==> src/hw/ttl_bridge_config.svh <==
`ifndef TTL_BRIDGE_CONFIG_SVH
`define TTL_BRIDGE_CONFIG_SVH

// TTL side of the bridge, one byte wide
`define TTL_ADDR_WIDTH 16

`define TTL_DATA_WIDTH 8

// Master command port, single-beat words
`define MST_ADDR_WIDTH 32

`define MST_DATA_WIDTH 32

// The TTL byte rides in the low lane of a master word
// so the master data width must not be narrower than it

`endif

==> src/hw/ttl_bridge_pkg.sv <==
package ttl_bridge_pkg;

  `include "ttl_bridge_config.svh"

  typedef logic [`TTL_ADDR_WIDTH-1:0] ttlAddr_t;
  typedef logic [`TTL_DATA_WIDTH-1:0] ttlData_t;
  typedef logic [`MST_ADDR_WIDTH-1:0] mstAddr_t;
  typedef logic [`MST_DATA_WIDTH-1:0] mstData_t;

  // Sequencer states, grouped by address, read and write phases
  typedef enum logic [4:0] {
    Idle,
    AddrIntrReq,
    AddrIntrAck,
    AddrIntrPending,
    Dispatch,
    MstRead,
    ReadIntrReq,
    ReadIntrAck,
    ReadIntrPending,
    MstWrite,
    WriteIntrReq,
    WriteIntrAck,
    WriteIntrPending,
    Finish
  } seqState_t;

endpackage

==> src/hw/ttlBusFrontEnd.sv <==
`timescale 1ns/1ps

module ttlBusFrontEnd import ttl_bridge_pkg::*; (
  input  logic     clk,
  input  logic     rst_n,
  input  logic     nChipEnable,
  input  logic     nOutputEnable,
  input  logic     nWriteEnable,
  input  ttlAddr_t address,
  input  ttlData_t dataIn,
  input  ttlData_t readData,
  input  logic     readValid,
  output ttlAddr_t accessAddr,
  output ttlData_t accessData,
  output logic     readStrobe,
  output logic     writeStrobe,
  output logic     addrChanged,
  output ttlData_t dataOut,
  output logic     dataOutEnable
);

  logic [1:0] ceSync;
  logic [1:0] oeSync;
  logic [1:0] weSync;
  logic       oePrev;
  logic       wePrev;
  logic       firstAccess;
  logic       readActive;
  logic       readAccess;
  logic       readHit;
  logic       writeHit;

  // Edges are taken on the synchronized copies only
  assign readAccess = !ceSync[1] && !oeSync[1] && weSync[1];
  assign readHit    = readAccess && oePrev;
  assign writeHit   = !ceSync[1] && wePrev && !weSync[1];

  always_ff @(posedge clk) begin
    if (!rst_n) begin
      ceSync      <= 2'b11;
      oeSync      <= 2'b11;
      weSync      <= 2'b11;
      oePrev      <= 1'b1;
      wePrev      <= 1'b1;
      readStrobe  <= 1'b0;
      writeStrobe <= 1'b0;
      addrChanged <= 1'b0;
      firstAccess <= 1'b1;
      readActive  <= 1'b0;
    end else begin
      ceSync      <= {ceSync[0], nChipEnable};
      oeSync      <= {oeSync[0], nOutputEnable};
      weSync      <= {weSync[0], nWriteEnable};
      oePrev      <= oeSync[1];
      wePrev      <= weSync[1];
      readStrobe  <= readHit;
      writeStrobe <= writeHit;
      // First access after reset always counts as a new address
      addrChanged <= (readHit || writeHit) && (firstAccess || address != accessAddr);
      if (readHit || writeHit) begin
        firstAccess <= 1'b0;
      end
      // Armed by the strobe so a stale byte from the last read never shows
      if (readStrobe) begin
        readActive <= 1'b1;
      end else if (!readAccess) begin
        readActive <= 1'b0;
      end
    end
  end

  always_ff @(posedge clk) begin
    if (readHit || writeHit) begin
      accessAddr <= address;
      accessData <= dataIn;
    end
  end

  assign dataOut       = readData;
  assign dataOutEnable = readActive && readAccess && readValid;

endmodule

==> src/hw/bridgeSequencer.sv <==
`timescale 1ns/1ps

module bridgeSequencer import ttl_bridge_pkg::*; (
  input  logic     clk,
  input  logic     rst_n,
  input  ttlAddr_t accessAddr,
  input  ttlData_t accessData,
  input  logic     readStrobe,
  input  logic     writeStrobe,
  input  logic     addrChanged,
  input  mstAddr_t mappedAddress,
  input  ttlAddr_t busAddressWriteReg,
  input  ttlData_t busDataWriteReg,
  input  logic     addrIntrEnable,
  input  logic     addrIntrStatus,
  input  logic     readIntrEnable,
  input  logic     readIntrStatus,
  input  logic     writeIntrEnable,
  input  logic     writeIntrStatus,
  input  logic     done,
  input  ttlData_t rdData,
  output logic     addrIntr,
  output logic     readIntr,
  output logic     writeIntr,
  output logic     rdStart,
  output logic     wrStart,
  output mstAddr_t cmdAddr,
  output mstData_t cmdData,
  output ttlData_t readData,
  output logic     readValid,
  output ttlAddr_t busAddressReadReg,
  output ttlData_t busDataReadReg
);

  seqState_t state;
  ttlAddr_t  busAddress;
  ttlData_t  busData;
  logic      isWrite;
  logic      accessStart;
  logic      launch;
  logic      launchWrite;
  ttlAddr_t  launchAddr;
  ttlData_t  launchData;

  assign accessStart = (state == Idle) && (readStrobe || writeStrobe);

  // From Idle the access goes out directly, after an address interrupt it
  // goes out of Dispatch with the overridden address
  always_comb begin
    launchAddr  = busAddress;
    launchData  = busData;
    launchWrite = isWrite;
    launch      = (state == Dispatch);
    if (state == Idle) begin
      launchAddr  = accessAddr;
      launchData  = accessData;
      launchWrite = writeStrobe;
      launch      = accessStart && !(addrIntrEnable && addrChanged);
    end
  end

  always_ff @(posedge clk) begin
    if (!rst_n) begin
      state     <= Idle;
      addrIntr  <= 1'b0;
      readIntr  <= 1'b0;
      writeIntr <= 1'b0;
      rdStart   <= 1'b0;
      wrStart   <= 1'b0;
      readValid <= 1'b0;
      isWrite   <= 1'b0;
    end else begin
      rdStart <= 1'b0;
      wrStart <= 1'b0;
      unique case (state)
        Idle, Dispatch: begin
          if (accessStart) begin
            isWrite   <= writeStrobe;
            readValid <= 1'b0;
          end
          if (launch) begin
            cmdAddr <= mappedAddress + mstAddr_t'(launchAddr);
            if (launchWrite && writeIntrEnable) begin
              state <= WriteIntrReq;
            end else if (launchWrite) begin
              wrStart <= 1'b1;
              cmdData <= mstData_t'(launchData);
              state   <= MstWrite;
            end else begin
              rdStart <= 1'b1;
              state   <= MstRead;
            end
          end else if (accessStart) begin
            state <= AddrIntrReq;
          end
        end
        AddrIntrReq: if (!addrIntrStatus) begin
          addrIntr <= 1'b1;
          state    <= AddrIntrAck;
        end
        AddrIntrAck: if (addrIntrStatus) begin
          addrIntr <= 1'b0;
          state    <= AddrIntrPending;
        end
        AddrIntrPending: if (!addrIntrStatus) begin
          state <= Dispatch;
        end
        MstRead: if (done) begin
          if (readIntrEnable) begin
            state <= ReadIntrReq;
          end else begin
            // Early hand-back keeps readValid one cycle behind done
            readValid <= 1'b1;
            state     <= Finish;
          end
        end
        ReadIntrReq: if (!readIntrStatus) begin
          readIntr <= 1'b1;
          state    <= ReadIntrAck;
        end
        ReadIntrAck: if (readIntrStatus) begin
          readIntr <= 1'b0;
          state    <= ReadIntrPending;
        end
        ReadIntrPending: if (!readIntrStatus) begin
          state <= Finish;
        end
        WriteIntrReq: if (!writeIntrStatus) begin
          writeIntr <= 1'b1;
          state     <= WriteIntrAck;
        end
        WriteIntrAck: if (writeIntrStatus) begin
          writeIntr <= 1'b0;
          state     <= WriteIntrPending;
        end
        WriteIntrPending: if (!writeIntrStatus) begin
          wrStart <= 1'b1;
          cmdData <= mstData_t'(busDataWriteReg);
          state   <= MstWrite;
        end
        MstWrite: if (done) begin
          state <= Finish;
        end
        Finish: begin
          readValid <= 1'b1;
          state     <= Idle;
        end
        default: state <= Idle;
      endcase
    end
  end

  // Bus address and data registers, visible to software
  always_ff @(posedge clk) begin
    if (accessStart) begin
      busAddress <= accessAddr;
      busData    <= accessData;
    end else if (state == AddrIntrPending && !addrIntrStatus) begin
      busAddress <= busAddressWriteReg;
    end else if (state == MstRead && done) begin
      busData <= rdData;
    end else if ((state == ReadIntrPending && !readIntrStatus) ||
                 (state == WriteIntrPending && !writeIntrStatus)) begin
      busData <= busDataWriteReg;
    end
    if (state == MstRead && done && !readIntrEnable) begin
      readData <= rdData;
    end else if (state == Finish) begin
      readData <= busData;
    end
  end

  assign busAddressReadReg = busAddress;
  assign busDataReadReg    = busData;

endmodule

==> src/hw/masterCommandPort.sv <==
`timescale 1ns/1ps

`include "ttl_bridge_config.svh"

module masterCommandPort import ttl_bridge_pkg::*; (
  input  logic     clk,
  input  logic     rst_n,
  input  logic     rdStart,
  input  logic     wrStart,
  input  mstAddr_t cmdAddr,
  input  mstData_t cmdData,
  input  logic     cmdAck,
  input  logic     cmplt,
  input  logic     error,
  input  mstData_t mstrdData,
  output logic     mstrdReq,
  output logic     mstwrReq,
  output mstAddr_t mstAddr,
  output mstData_t mstwrData,
  output logic     done,
  output ttlData_t rdData,
  output logic     mstError
);

  logic waitCmplt;
  logic acked;
  logic finish;

  assign acked  = (mstrdReq || mstwrReq) && cmdAck;
  // cmplt may come in the same cycle as cmdAck
  assign finish = cmplt && (waitCmplt || acked);

  always_ff @(posedge clk) begin
    if (!rst_n) begin
      mstrdReq  <= 1'b0;
      mstwrReq  <= 1'b0;
      waitCmplt <= 1'b0;
      done      <= 1'b0;
      mstError  <= 1'b0;
    end else begin
      done <= finish;
      if (rdStart || wrStart) begin
        mstrdReq <= rdStart;
        mstwrReq <= wrStart;
      end else if (cmdAck) begin
        mstrdReq <= 1'b0;
        mstwrReq <= 1'b0;
      end
      if (acked && !cmplt) begin
        waitCmplt <= 1'b1;
      end else if (finish) begin
        waitCmplt <= 1'b0;
      end
      // Sticky until reset
      if (finish && error) begin
        mstError <= 1'b1;
      end
    end
  end

  always_ff @(posedge clk) begin
    if (rdStart || wrStart) begin
      mstAddr   <= cmdAddr;
      mstwrData <= cmdData;
    end
    if (finish) begin
      rdData <= mstrdData[`TTL_DATA_WIDTH-1:0];
    end
  end

endmodule

==> src/hw/ttlMemoryBridge.sv <==
`timescale 1ns/1ps

module ttlMemoryBridge import ttl_bridge_pkg::*; (
  input  logic     clk,
  input  logic     rst_n,
  input  logic     nChipEnable,
  input  logic     nOutputEnable,
  input  logic     nWriteEnable,
  input  ttlAddr_t address,
  input  ttlData_t dataIn,
  input  mstAddr_t mappedAddress,
  input  ttlAddr_t busAddressWriteReg,
  input  ttlData_t busDataWriteReg,
  input  logic     addrIntrEnable,
  input  logic     addrIntrStatus,
  input  logic     readIntrEnable,
  input  logic     readIntrStatus,
  input  logic     writeIntrEnable,
  input  logic     writeIntrStatus,
  input  logic     cmdAck,
  input  logic     cmplt,
  input  logic     error,
  input  mstData_t mstrdData,
  output ttlData_t dataOut,
  output logic     dataOutEnable,
  output ttlAddr_t busAddressReadReg,
  output ttlData_t busDataReadReg,
  output logic     addrIntr,
  output logic     readIntr,
  output logic     writeIntr,
  output logic     mstrdReq,
  output logic     mstwrReq,
  output mstAddr_t mstAddr,
  output mstData_t mstwrData,
  output logic     mstError
);

  ttlAddr_t accessAddr;
  ttlData_t accessData;
  logic     readStrobe;
  logic     writeStrobe;
  logic     addrChanged;
  ttlData_t readData;
  logic     readValid;
  logic     rdStart;
  logic     wrStart;
  mstAddr_t cmdAddr;
  mstData_t cmdData;
  logic     done;
  ttlData_t rdData;

  ttlBusFrontEnd frontEnd (
    .clk           (clk),
    .rst_n         (rst_n),
    .nChipEnable   (nChipEnable),
    .nOutputEnable (nOutputEnable),
    .nWriteEnable  (nWriteEnable),
    .address       (address),
    .dataIn        (dataIn),
    .readData      (readData),
    .readValid     (readValid),
    .accessAddr    (accessAddr),
    .accessData    (accessData),
    .readStrobe    (readStrobe),
    .writeStrobe   (writeStrobe),
    .addrChanged   (addrChanged),
    .dataOut       (dataOut),
    .dataOutEnable (dataOutEnable)
  );

  bridgeSequencer sequencer (
    .clk                (clk),
    .rst_n              (rst_n),
    .accessAddr         (accessAddr),
    .accessData         (accessData),
    .readStrobe         (readStrobe),
    .writeStrobe        (writeStrobe),
    .addrChanged        (addrChanged),
    .mappedAddress      (mappedAddress),
    .busAddressWriteReg (busAddressWriteReg),
    .busDataWriteReg    (busDataWriteReg),
    .addrIntrEnable     (addrIntrEnable),
    .addrIntrStatus     (addrIntrStatus),
    .readIntrEnable     (readIntrEnable),
    .readIntrStatus     (readIntrStatus),
    .writeIntrEnable    (writeIntrEnable),
    .writeIntrStatus    (writeIntrStatus),
    .done               (done),
    .rdData             (rdData),
    .addrIntr           (addrIntr),
    .readIntr           (readIntr),
    .writeIntr          (writeIntr),
    .rdStart            (rdStart),
    .wrStart            (wrStart),
    .cmdAddr            (cmdAddr),
    .cmdData            (cmdData),
    .readData           (readData),
    .readValid          (readValid),
    .busAddressReadReg  (busAddressReadReg),
    .busDataReadReg     (busDataReadReg)
  );

  masterCommandPort commandPort (
    .clk       (clk),
    .rst_n     (rst_n),
    .rdStart   (rdStart),
    .wrStart   (wrStart),
    .cmdAddr   (cmdAddr),
    .cmdData   (cmdData),
    .cmdAck    (cmdAck),
    .cmplt     (cmplt),
    .error     (error),
    .mstrdData (mstrdData),
    .mstrdReq  (mstrdReq),
    .mstwrReq  (mstwrReq),
    .mstAddr   (mstAddr),
    .mstwrData (mstwrData),
    .done      (done),
    .rdData    (rdData),
    .mstError  (mstError)
  );

endmodule

==> config.mk <==
export PLATFORM = sky130hd
export DESIGN_NAME = ttlMemoryBridge
export DESIGN_NICKNAME = d
export VERILOG_FILES = /design/src/hw/ttl_bridge_pkg.sv /design/src/hw/ttlBusFrontEnd.sv /design/src/hw/bridgeSequencer.sv /design/src/hw/masterCommandPort.sv /design/src/hw/ttlMemoryBridge.sv
export VERILOG_INCLUDE_DIRS = /design/src /design/src/hw
export SDC_FILE = /design/constraint.sdc
export NUM_CORES = 1
export LEC_CHECK = 0
export BUFFER_PORTS_ARGS = -buffer_cell sky130_fd_sc_hd__clkbuf_2
export CAP_MARGIN = 15
export CORE_MARGIN = 4
export CORE_UTILIZATION = 45
export CTS_BUF_LIST = sky130_fd_sc_hd__clkbuf_4 sky130_fd_sc_hd__clkbuf_8
export CTS_CLUSTER_DIAMETER = 80
export CTS_CLUSTER_SIZE = 24
export DETAILED_ROUTE_END_ITERATION = 16
export GPL_TIMING_DRIVEN = 0
export PLACE_DENSITY = 0.75
export RECOVER_POWER = 50
export SYNTH_ARGS = -nofsm -noshare
export SYNTH_HDL_FRONTEND = slang
export SYNTH_SLANG_ARGS = --single-unit
==> constraint.sdc <==
create_clock -name clk -period 4.5 [get_ports clk]
set_input_delay 0.45 -clock clk [delete_from_list [all_inputs] [get_ports clk]]
set_output_delay 0.45 -clock clk [all_outputs]
set_load 0.05 [all_outputs]
### Word-level counts from Yosys, hierarchy flattened

Cells that the tools add are included.
W data, S select, Z words.

| operators by class | value |
|---|---|
| equality and inequality tests | 33 |
| bitwise logic cells | 3 |
| mux-type cells | 60 |
| add/sub/neg operators | 1 |
| reductions and logical operators | 59 |

Operator list:

| cell | number |
|---|---|
| $mux W32 | 4 |
| $mux W5 | 14 |
| $pmux W32 S2 | 1 |
| $pmux W5 S12 | 1 |
| $mux W8 | 7 |
| $mux W16 | 3 |
| $add A32 B16 Y32 | 1 |
| $eq A5 B4 Y1 const B | 6 |
| $mux W1 | 23 |
| $ne A2 B2 Y1 const B | 11 |
| $logic_and A1 B1 Y1 | 21 |
| $eq A5 B3 Y1 const B | 4 |
| $ne A16 B16 Y1 | 1 |
| $reduce_bool A2 Y1 | 8 |
| $ne A2 B1 Y1 const B | 7 |
| $reduce_and A12 Y1 | 1 |
| $reduce_and A3 Y1 | 4 |
| $eq A5 B2 Y1 const B | 2 |
| $logic_not A1 Y1 | 9 |
| $mux W4 | 2 |
| $pmux W1 S2 | 4 |
| $logic_or A1 B1 Y1 | 7 |
| $reduce_and A6 Y1 | 1 |
| $reduce_bool A3 Y1 | 2 |
| 9 further kinds | 12 |

| storage, ports and cells | value |
|---|---|
| register bits | 222 |
| logic and storage cells | 189 |
| output and inout port bits | 103 |
| bits of input ports | 126 |

### Depth between registers and ports, before layout

Gate-level depths: netlist of the first run.

| logic depth | value |
|---|---|
| depth after elaboration | 7 |
| depth in mapped cells | 13 |
| gate-level depth less buffers | 11 |

### Modules after synthesis

A second synthesis of the first run with hierarchy kept.

| second synthesis, totals | value |
|---|---|
| cell total of the unflattened synthesis | 636 |
| area total of the unflattened synthesis | 8812.2 um^2 |

By module, submodules not included:

| module | cells each | instances | seq. area each (um^2) | area an instance (um^2) |
|---|---|---|---|---|
| bridgeSequencer | 455 | 1 | 2382.3 | 5106.1 |
| masterCommandPort | 93 | 1 | 2262.2 | 2361.0 |
| ttlBusFrontEnd | 88 | 1 | 980.9 | 1345.0 |

### Least setup slack after synthesis of the first run

OpenSTA, ideal clock, no wires.

| timing | value |
|---|---|
| kind | register to register |
| start | reg sequencer.state[1] |
| end | reg sequencer.cmdAddr[0] (enable) |
| library setup time | 0.463 ns |
| data required time | 4.037 ns |
| period minus slack after synthesis | 3.713 ns |
| stages on the path, launching flop included | 6 |
| arrival time | 3.250 ns |
| buffers on the path | 2 |
| setup slack | 0.787 ns |
| cells stage by stage | dfxtp_1 -> buf_2 -> buf_2 -> nor2_1 -> nand2_1 -> nor3_1 |

| between the ends | value |
|---|---|
| word-level cells in the longest chain between the ends | 5 |
| elaborated cells between the ends (all ways) | 7 |
| classes of those cells | eq/ne: 1; mux: 1; reduce/logical: 5 |

Ends and longest elaborated chain:

| item | line | RTL |
|---|---|---|
| start, declared | bridgeSequencer.sv:35 | `seqState_t state;` |
| start signal, assigned | bridgeSequencer.sv:64 | `state <= Idle;` |
| start signal, assigned | bridgeSequencer.sv:84 | `state <= WriteIntrReq;` |
| start signal, assigned | bridgeSequencer.sv:88 | `state <= MstWrite;` |
| $logic_not A5 Y1 | bridgeSequencer.sv:45, bridgeSequencer.sv:54, bridgeSequencer.sv:75 |  |
| $logic_and A1 B1 Y1 | bridgeSequencer.sv:45 | `assign accessStart = (state == Idle) && (readStrobe \|\| writeStrobe);` |
| $logic_and A1 B1 Y1 | bridgeSequencer.sv:58 | `launch = accessStart && !(addrIntrEnable && addrChanged);` |
| $mux W1 | bridgeSequencer.sv:54 | `if (state == Idle) begin` |
| $reduce_and A3 Y1 (no line) * | - |  |
| end signal, assigned | bridgeSequencer.sv:82 | `cmdAddr <= mappedAddress + mstAddr_t'(launchAddr);` |
| end, declared | bridgeSequencer.sv:27 | `output mstAddr_t cmdAddr,` |

Every way passes the cells marked *; elsewhere a longest branch is shown, timed or not.
A chain may end at the register's enable or synchronous reset.

### Final worst setup path of the first run

| timing | value |
|---|---|
| start | reg sequencer.state[3] |
| end | reg sequencer.cmdAddr[30] (data pin) |

| between the ends | value |
|---|---|
| word-level cells in the longest chain between the ends | 3 |

Ends and longest elaborated chain:

| item | line |
|---|---|
| $logic_not A5 Y1 | bridgeSequencer.sv:54 |
| $mux W16 | bridgeSequencer.sv:54 |
| $add A32 B16 Y32 | bridgeSequencer.sv:82 |

Every way passes these cells.

==> metrics, run 1 <==
Clock transition at path regs 0.10 ns; die outline width around 140 µm; FILL cells 1,534; fin nets ~1.0k; failing checks max-capacitance violations, max-slew violations; DR WL/cell 18.0 µm; initial drt markers 398; post-synth cell types 60; largest net degree at the start of global routing 41; EDFF count, synth 144; H-Tree Depth 4; CTS root buffer clkbuf_8; core area 17,500 µm²; skew final 0.0150 ns; CTS tree built; Rows between 40 and 50; Avg Cell Area, Syn about 13 µm²; gr usage total 0.193; CTS Buf Count 17; multi-input gate area in the final layout approximately 3000 µm²; GRT Residual Overflow 0; share of layout cells above drive strength 1 0.233; synth warn 0; Starting Density 0.462; top_reg_cell synth edfxtp_1; Setup Buffers After CTS 0; crit path time final between 4 and 5 ns; Post-CTS Hold Fix Bufs 0; Relative slew margins -1.03; worst skew pair latency 0.47 ns; status complete, but fails checks; Syn Std Cell Area 8080 µm²; Cell Area, Placed between 9000 and 10,000 µm²; Crit. End Element register; Max Freq approximately 0.24 GHz; die footprint around 20,000 µm²; Worst EP arrival 4.39 ns; antenna violation net count after detailed routing 0; share of flip-flops with an asynchronous set or reset 0; clock sink count about 170; Leak 3.69 nW; final hold vios 0; Pre-Repair DR Iteration Count 5; DP HPWL 14,800 µm; Finished Cell Area 9710 µm²; Worst-Margin Slew between 3 and 4 ns; Vias 5,676; count of final setup violators 0; Fin Hold WS 0.141 ns; DRC Markers 0; register area share after synthesis 0.607; CTS Buffer Depth 2; Crit Path Class register to register; post-cts sizing count 0; ant diodes 0; fin crit share 0.928; post-DR vias/cell slightly above 5; Routed Wire Length 19,700 µm; worst-path fanout max 10; Placer Congestion 0.892; Critical Path Start Type register; vias in the first global route 5,567; first-pass GRT wire length 30,100 µm; peak supply drop approximately 0.2 mV; Seq. cell area 4900 µm²; I/O pins 229; initial antenna violation count 0; max_cap viols 1; HP Class input pin to register; RSZ-0062 raised after global routing no; DIE HEIGHT between 100 and 150 µm; Syn Inst Count 631; post-synthesis register bit count 173; PortBufs 180; Worst EP required between 4 and 5 ns; Slew Viols, Final 41; area grow syn2layout 20.1%; pwr dens slightly below 400 nW/µm²
==> stage by stage <==
step | total power, mW | instances | utilization | setup TNS, ns | worst slack [ns]
2_1_floorplan | 2.47 | 654 | - | 0 | 0.787
3_5_place_dp | 2.69 | 1064 | 0.539 | 0 | 0.422
5_1_grt | 4.01 | 1096 | 0.555 | 0 | 0.105
4_1_cts | 3.84 | 1096 | 0.562 | 0 | 0.353
3_3_place_gp | 2.68 | 1059 | 0.535 | -16.55 | -0.507
6_report | 3.82 | 1096 | 0.555 | 0 | 0.324
==> placed cells by master (no fill, tap or decap), drive strengths merged, types with 17 or more instances in the layout <==
master  instances
o21ai          27
nor2           27
a21oi          38
nand2b         17
mux2i          22
conb           24
xnor2          33
buf            39
clkbuf        211
edfxtp        144
dfxtp          29
mux2           40
inv            20
nand2          36
==> final cells by class <==
type	count	area share
clock buffers	17	0.0241
multi-input cells	420	0.304
flip-flops and latches	173	0.505
inverters	13	0.00503
repair buffers	185	0.0848
plain buffers	48	0.0290
well taps	225	0.0290
clock inverters	15	0.0187
==> critical path: stages, from the launching register on <==
cell and delay, ns:
dfxtp_1 0.30, buf_2 0.17, nor4_4 0.74, buf_2 0.41, mux2_2 0.21, ha_1 0.20, inv_1 0.07, fa_1 0.40
nor2b_1 0.19, o2111ai_1 0.17, a31oi_1 0.44, o2111ai_1 0.28, a21oi_1 0.24, xnor2_1 0.09
==> logic make-up (layout without fill, tap and decap cells) <==
group / Yosys count / count (layout) / synth area share
DFF: 173 / 173 / 0.607
and+or+nand+nor: 161 / 161 / 0.107
AOI/OAI and AO/OA: 113 / 113 / 0.0880
muxes: 62 / 62 / 0.0830
buffers and inverters: 61 / 278 / 0.0409
xor gates and xnor gates: 43 / 43 / 0.0466
adders and majority gates: 17 / 17 / 0.0273
other: 1 / 24 / 0.000464
==> layer usage <==
layer	GRT usage	vias to the layer above	wire length [µm]
met4	0.0439	0	172
met5	0	-	0
met2	0.319	182	9700
met3	0.0504	15	1260
li1	-	2751	-
met1	0.259	2728	8560
==> synth_stat cells (all sizes together) (13+ instances only) <==
| cell | number | area (µm²) |
|---|---|---|
| a21oi | 38 | 194 |
| buf | 34 | 229 |
| clkbuf | 14 | 52.6 |
| dfxtp | 29 | 581 |
| edfxtp | 144 | 4320 |
| ha | 16 | 200 |
| inv | 13 | 48.8 |
| mux2 | 40 | 450 |
| mux2i | 22 | 220 |
| nand2 | 36 | 138 |
| nand2b | 17 | 106 |
| nor2 | 27 | 101 |
| o21ai | 27 | 135 |
| xnor2 | 33 | 289 |
==> report_power, final <==
group | internal, mW | switching, mW
clock network | 0.559 | 0.600
logic | 0.341 | 0.526
registers | 1.78 | 0.0133
==> sequential cells by signal, indices dropped and copies added, names as in the netlist, 8 cells and up <==
signal and flops:
commandPort.mstAddr 32, sequencer.cmdAddr 32, frontEnd.accessAddr 16, sequencer.busAddressReadReg 16, commandPort.mstwrData 8, commandPort.rdData 8
frontEnd.accessData 8, sequencer.busDataReadReg 8, sequencer.cmdData 8, sequencer.readData 8
==> path summary, 6_finish.rpt <==
check	cells after the start	endpoint	from	slack [ns]
worst min register to register	1	frontEnd.ceSync[1]$_SDFF_PN1_	frontEnd.ceSync[0]$_SDFF_PN1_	0.42
worst max-delay path	13	sequencer.cmdAddr[30]$_DFFE_PP_	sequencer.state[3]$_SDFFE_PN0P_	0.32
worst min-delay path	2	commandPort.waitCmplt$_SDFFE_PN0P_	cmplt	0.14
worst max register to register	13	sequencer.cmdAddr[30]$_DFFE_PP_	sequencer.state[3]$_SDFFE_PN0P_	0.32
Power figures use the tool's default switching activity.
==> inputs of run 2 (changes only) <==
--- a/config.mk
+++ b/config.mk
@@ -8,7 +8,7 @@
 export LEC_CHECK = 0
 export BUFFER_PORTS_ARGS = -buffer_cell sky130_fd_sc_hd__clkbuf_2
 export CAP_MARGIN = 15
-export CORE_MARGIN = 4
+export CORE_MARGIN = 1
 export CORE_UTILIZATION = 45
 export CTS_BUF_LIST = sky130_fd_sc_hd__clkbuf_4 sky130_fd_sc_hd__clkbuf_8
 export CTS_CLUSTER_DIAMETER = 80
@@ -17,6 +17,7 @@
 export GPL_TIMING_DRIVEN = 0
 export PLACE_DENSITY = 0.75
 export RECOVER_POWER = 50
+export REMOVE_ABC_BUFFERS = 1
 export SYNTH_ARGS = -nofsm -noshare
 export SYNTH_HDL_FRONTEND = slang
 export SYNTH_SLANG_ARGS = --single-unit
==> run 2 against run 1 <==
Net effect: the run still ends with max-capacitance violations, max-slew violations left; global-route usage grew 0.57 points; sequential power is essentially flat; via count shrank 3.3%; sequential cell count is the same; first-iteration DRC count grew 6.5%; sequential share of layout area grew 1.2 points; highest routed layer unchanged.
==> metrics, run 2 (synthesized netlist as in run 1, its figures left out) <==
HP Class input pin to register; initial drt markers 424 (+6.5%); DRC Markers 0 (unchanged); Routed Wire Length 17,900 µm (-9.3%); Worst-Margin Slew 2.98 ns (-0.0636 ns); die outline width 136 µm (-4.2%); setup ws final 0.666 ns (+0.342 ns); Pre-Repair DR Iteration Count 5 (unchanged); total negative slack 0 ns (unchanged); I/O pins 229 (unchanged); most common cell after layout, fill and taps aside edfxtp_1; met2 Track Usage GR 0.336 (+0.0171); FILL cells 1,549 (+0.98%); Relative slew margins -0.985 (+0.0424); Design Power 3.79 mW (-0.92%); clock sink count 173 (unchanged); skew final 0.0193 ns (+0.00433 ns); multi-input gate area in the final layout 2960 µm² (+0.17%); final hold vios 0 (unchanged); Vias 5,491 (-3.3%); pwr dens 400 nW/µm² (+1.5%); core area 17,400 µm² (-0.34%); CTS Buffer Depth 2 (unchanged); PortBufs 180 (unchanged); GRT Residual Overflow 0 (unchanged); worst skew pair latency 0.47 ns (about the same); count of final setup violators 0 (unchanged); Crit. End Element register; fin nets 956 (-4.5%); post-layout util 0.544 (-0.0112); fin crit share 0.852 (-0.0760); initial antenna violation count 1 (+1); Post-CTS Hold Fix Bufs 0 (unchanged); DP HPWL 13,300 µm (-11%); Leak 3.53 nW (-4.4%); crit path time final 3.83 ns (-0.342 ns); max_cap viols 1 (unchanged); Rows 48 (unchanged); area grow syn2layout 17.3%; post-cts sizing count 0 (unchanged); status complete, but fails checks; Top Registers commandPort.mstAddr (32), sequencer.cmdAddr (32); post-place setup slack 0.712 ns (+0.290 ns); Critical Path Start Type register; first-pass GRT wire length 27,400 µm (-9.0%); CTS Buf Count 17 (unchanged); RSZ-0062 raised after global routing no; Setup Buffers After CTS 0 (unchanged); met3 Track Usage GR 0.0466 (-0.00380); gr usage total 0.199 (+0.00565); antenna violation net count after detailed routing 0 (unchanged); Crit Path Class register to register; DIE HEIGHT 136 µm (-4.2%); peak supply drop 0.215 mV (+5.8%); share of layout cells above drive strength 1 0.212 (-0.0212); CTS root buffer clkbuf_8; Clock transition at path regs 0.10 ns (about the same); GR Util met1 0.242 (-0.0173); CTS tree built; failing checks max-capacitance violations, max-slew violations; Placed Cells 1,019 (-4.2%); largest net degree at the start of global routing 41 (unchanged); post-DR vias/cell 5.22 (+0.79%); H-Tree Depth 4 (unchanged); Non-Filler Instances 1,052 (-4.0%); Starting Density 0.464 (+0.00159); die footprint 18,500 µm² (-8.3%); Fin Hold WS 0.150 ns (+0.00911 ns); Worst EP arrival 4.06 ns (-0.33 ns); Cell Area, Placed 9180 µm² (-2.5%); vias in the first global route 5,272 (-5.3%); Slew Viols, Final 41 (unchanged); worst-path fanout max 25 (+15); Finished Cell Area 9480 µm² (-2.4%); Max Freq 0.261 GHz (+8.9%); Worst EP required 4.72 ns (about the same); global routing's busiest layer met2; commonest cells after routing, fill and taps aside 144 x edfxtp_1, 95 x clkbuf_1, 85 x clkbuf_2; DR WL/cell 17.0 µm (-5.5%); Seq. cell area 4900 µm² (unchanged); Placer Congestion 0.876 (-1.8%)
-- run 2: changes by cell type in the layout (fill, tap and decap cells not counted), sizes merged --
cell / previous run / this run
clkbuf: 211 / 197
buf: 39 / 8
inv: 20 / 18
clkinv: 5 / 7
diode: 0 / 1
-- run 2: layout make-up --
class,instances,area share
Antenna cell,1,0.000264
Clock buffer,17,0.0247
Clock inverter,15,0.0195
Inverter,13,0.00515
Multi-Input combinational cell,420,0.312
Sequential cell,173,0.517
Tap cell,225,0.0297
Timing Repair Buffer,188,0.0912
-- run 2: path summary, 6_finish.rpt --
check                                       start  cells after the start  slack [ns]                              end
setup / recovery  sequencer.state[1]$_SDFFE_PN0P_                     11        0.67  sequencer.cmdAddr[30]$_DFFE_PP_
hold / removal                       mstrdData[3]                      1        0.15  commandPort.rdData[3]$_DFFE_PP_
hold reg to reg     frontEnd.oeSync[0]$_SDFF_PN1_                      1        0.41    frontEnd.oeSync[1]$_SDFF_PN1_
setup reg to reg  sequencer.state[1]$_SDFFE_PN0P_                     11        0.67  sequencer.cmdAddr[30]$_DFFE_PP_
-- run 2: report_power, final --
part           switching [mW]  total, mW  internal [mW]
Clock                   0.590       1.15          0.559
Combinational           0.477      0.815          0.338
Sequential             0.0395       1.82           1.78
-- run 2: critical path, cell delays in order, from the launching register on --
cell	delay, ns
dfxtp_1	0.60
nor4_4	0.48
buf_6	0.23
buf_6	0.16
mux2_2	0.34
ha_1	0.44
a21oi_1	0.18
o21ai_1	0.50
or2_0	0.21
nand3_1	0.13
a21oi_1	0.21
xnor2_1	0.09
-- run 2: layer usage --
metal | share of wire | vias up
met5 | 0 | -
met2 | 0.51 | 174
met4 | 0.025 | 0
met3 | 0.054 | 34
met1 | 0.41 | 2614
li1 | - | 2669
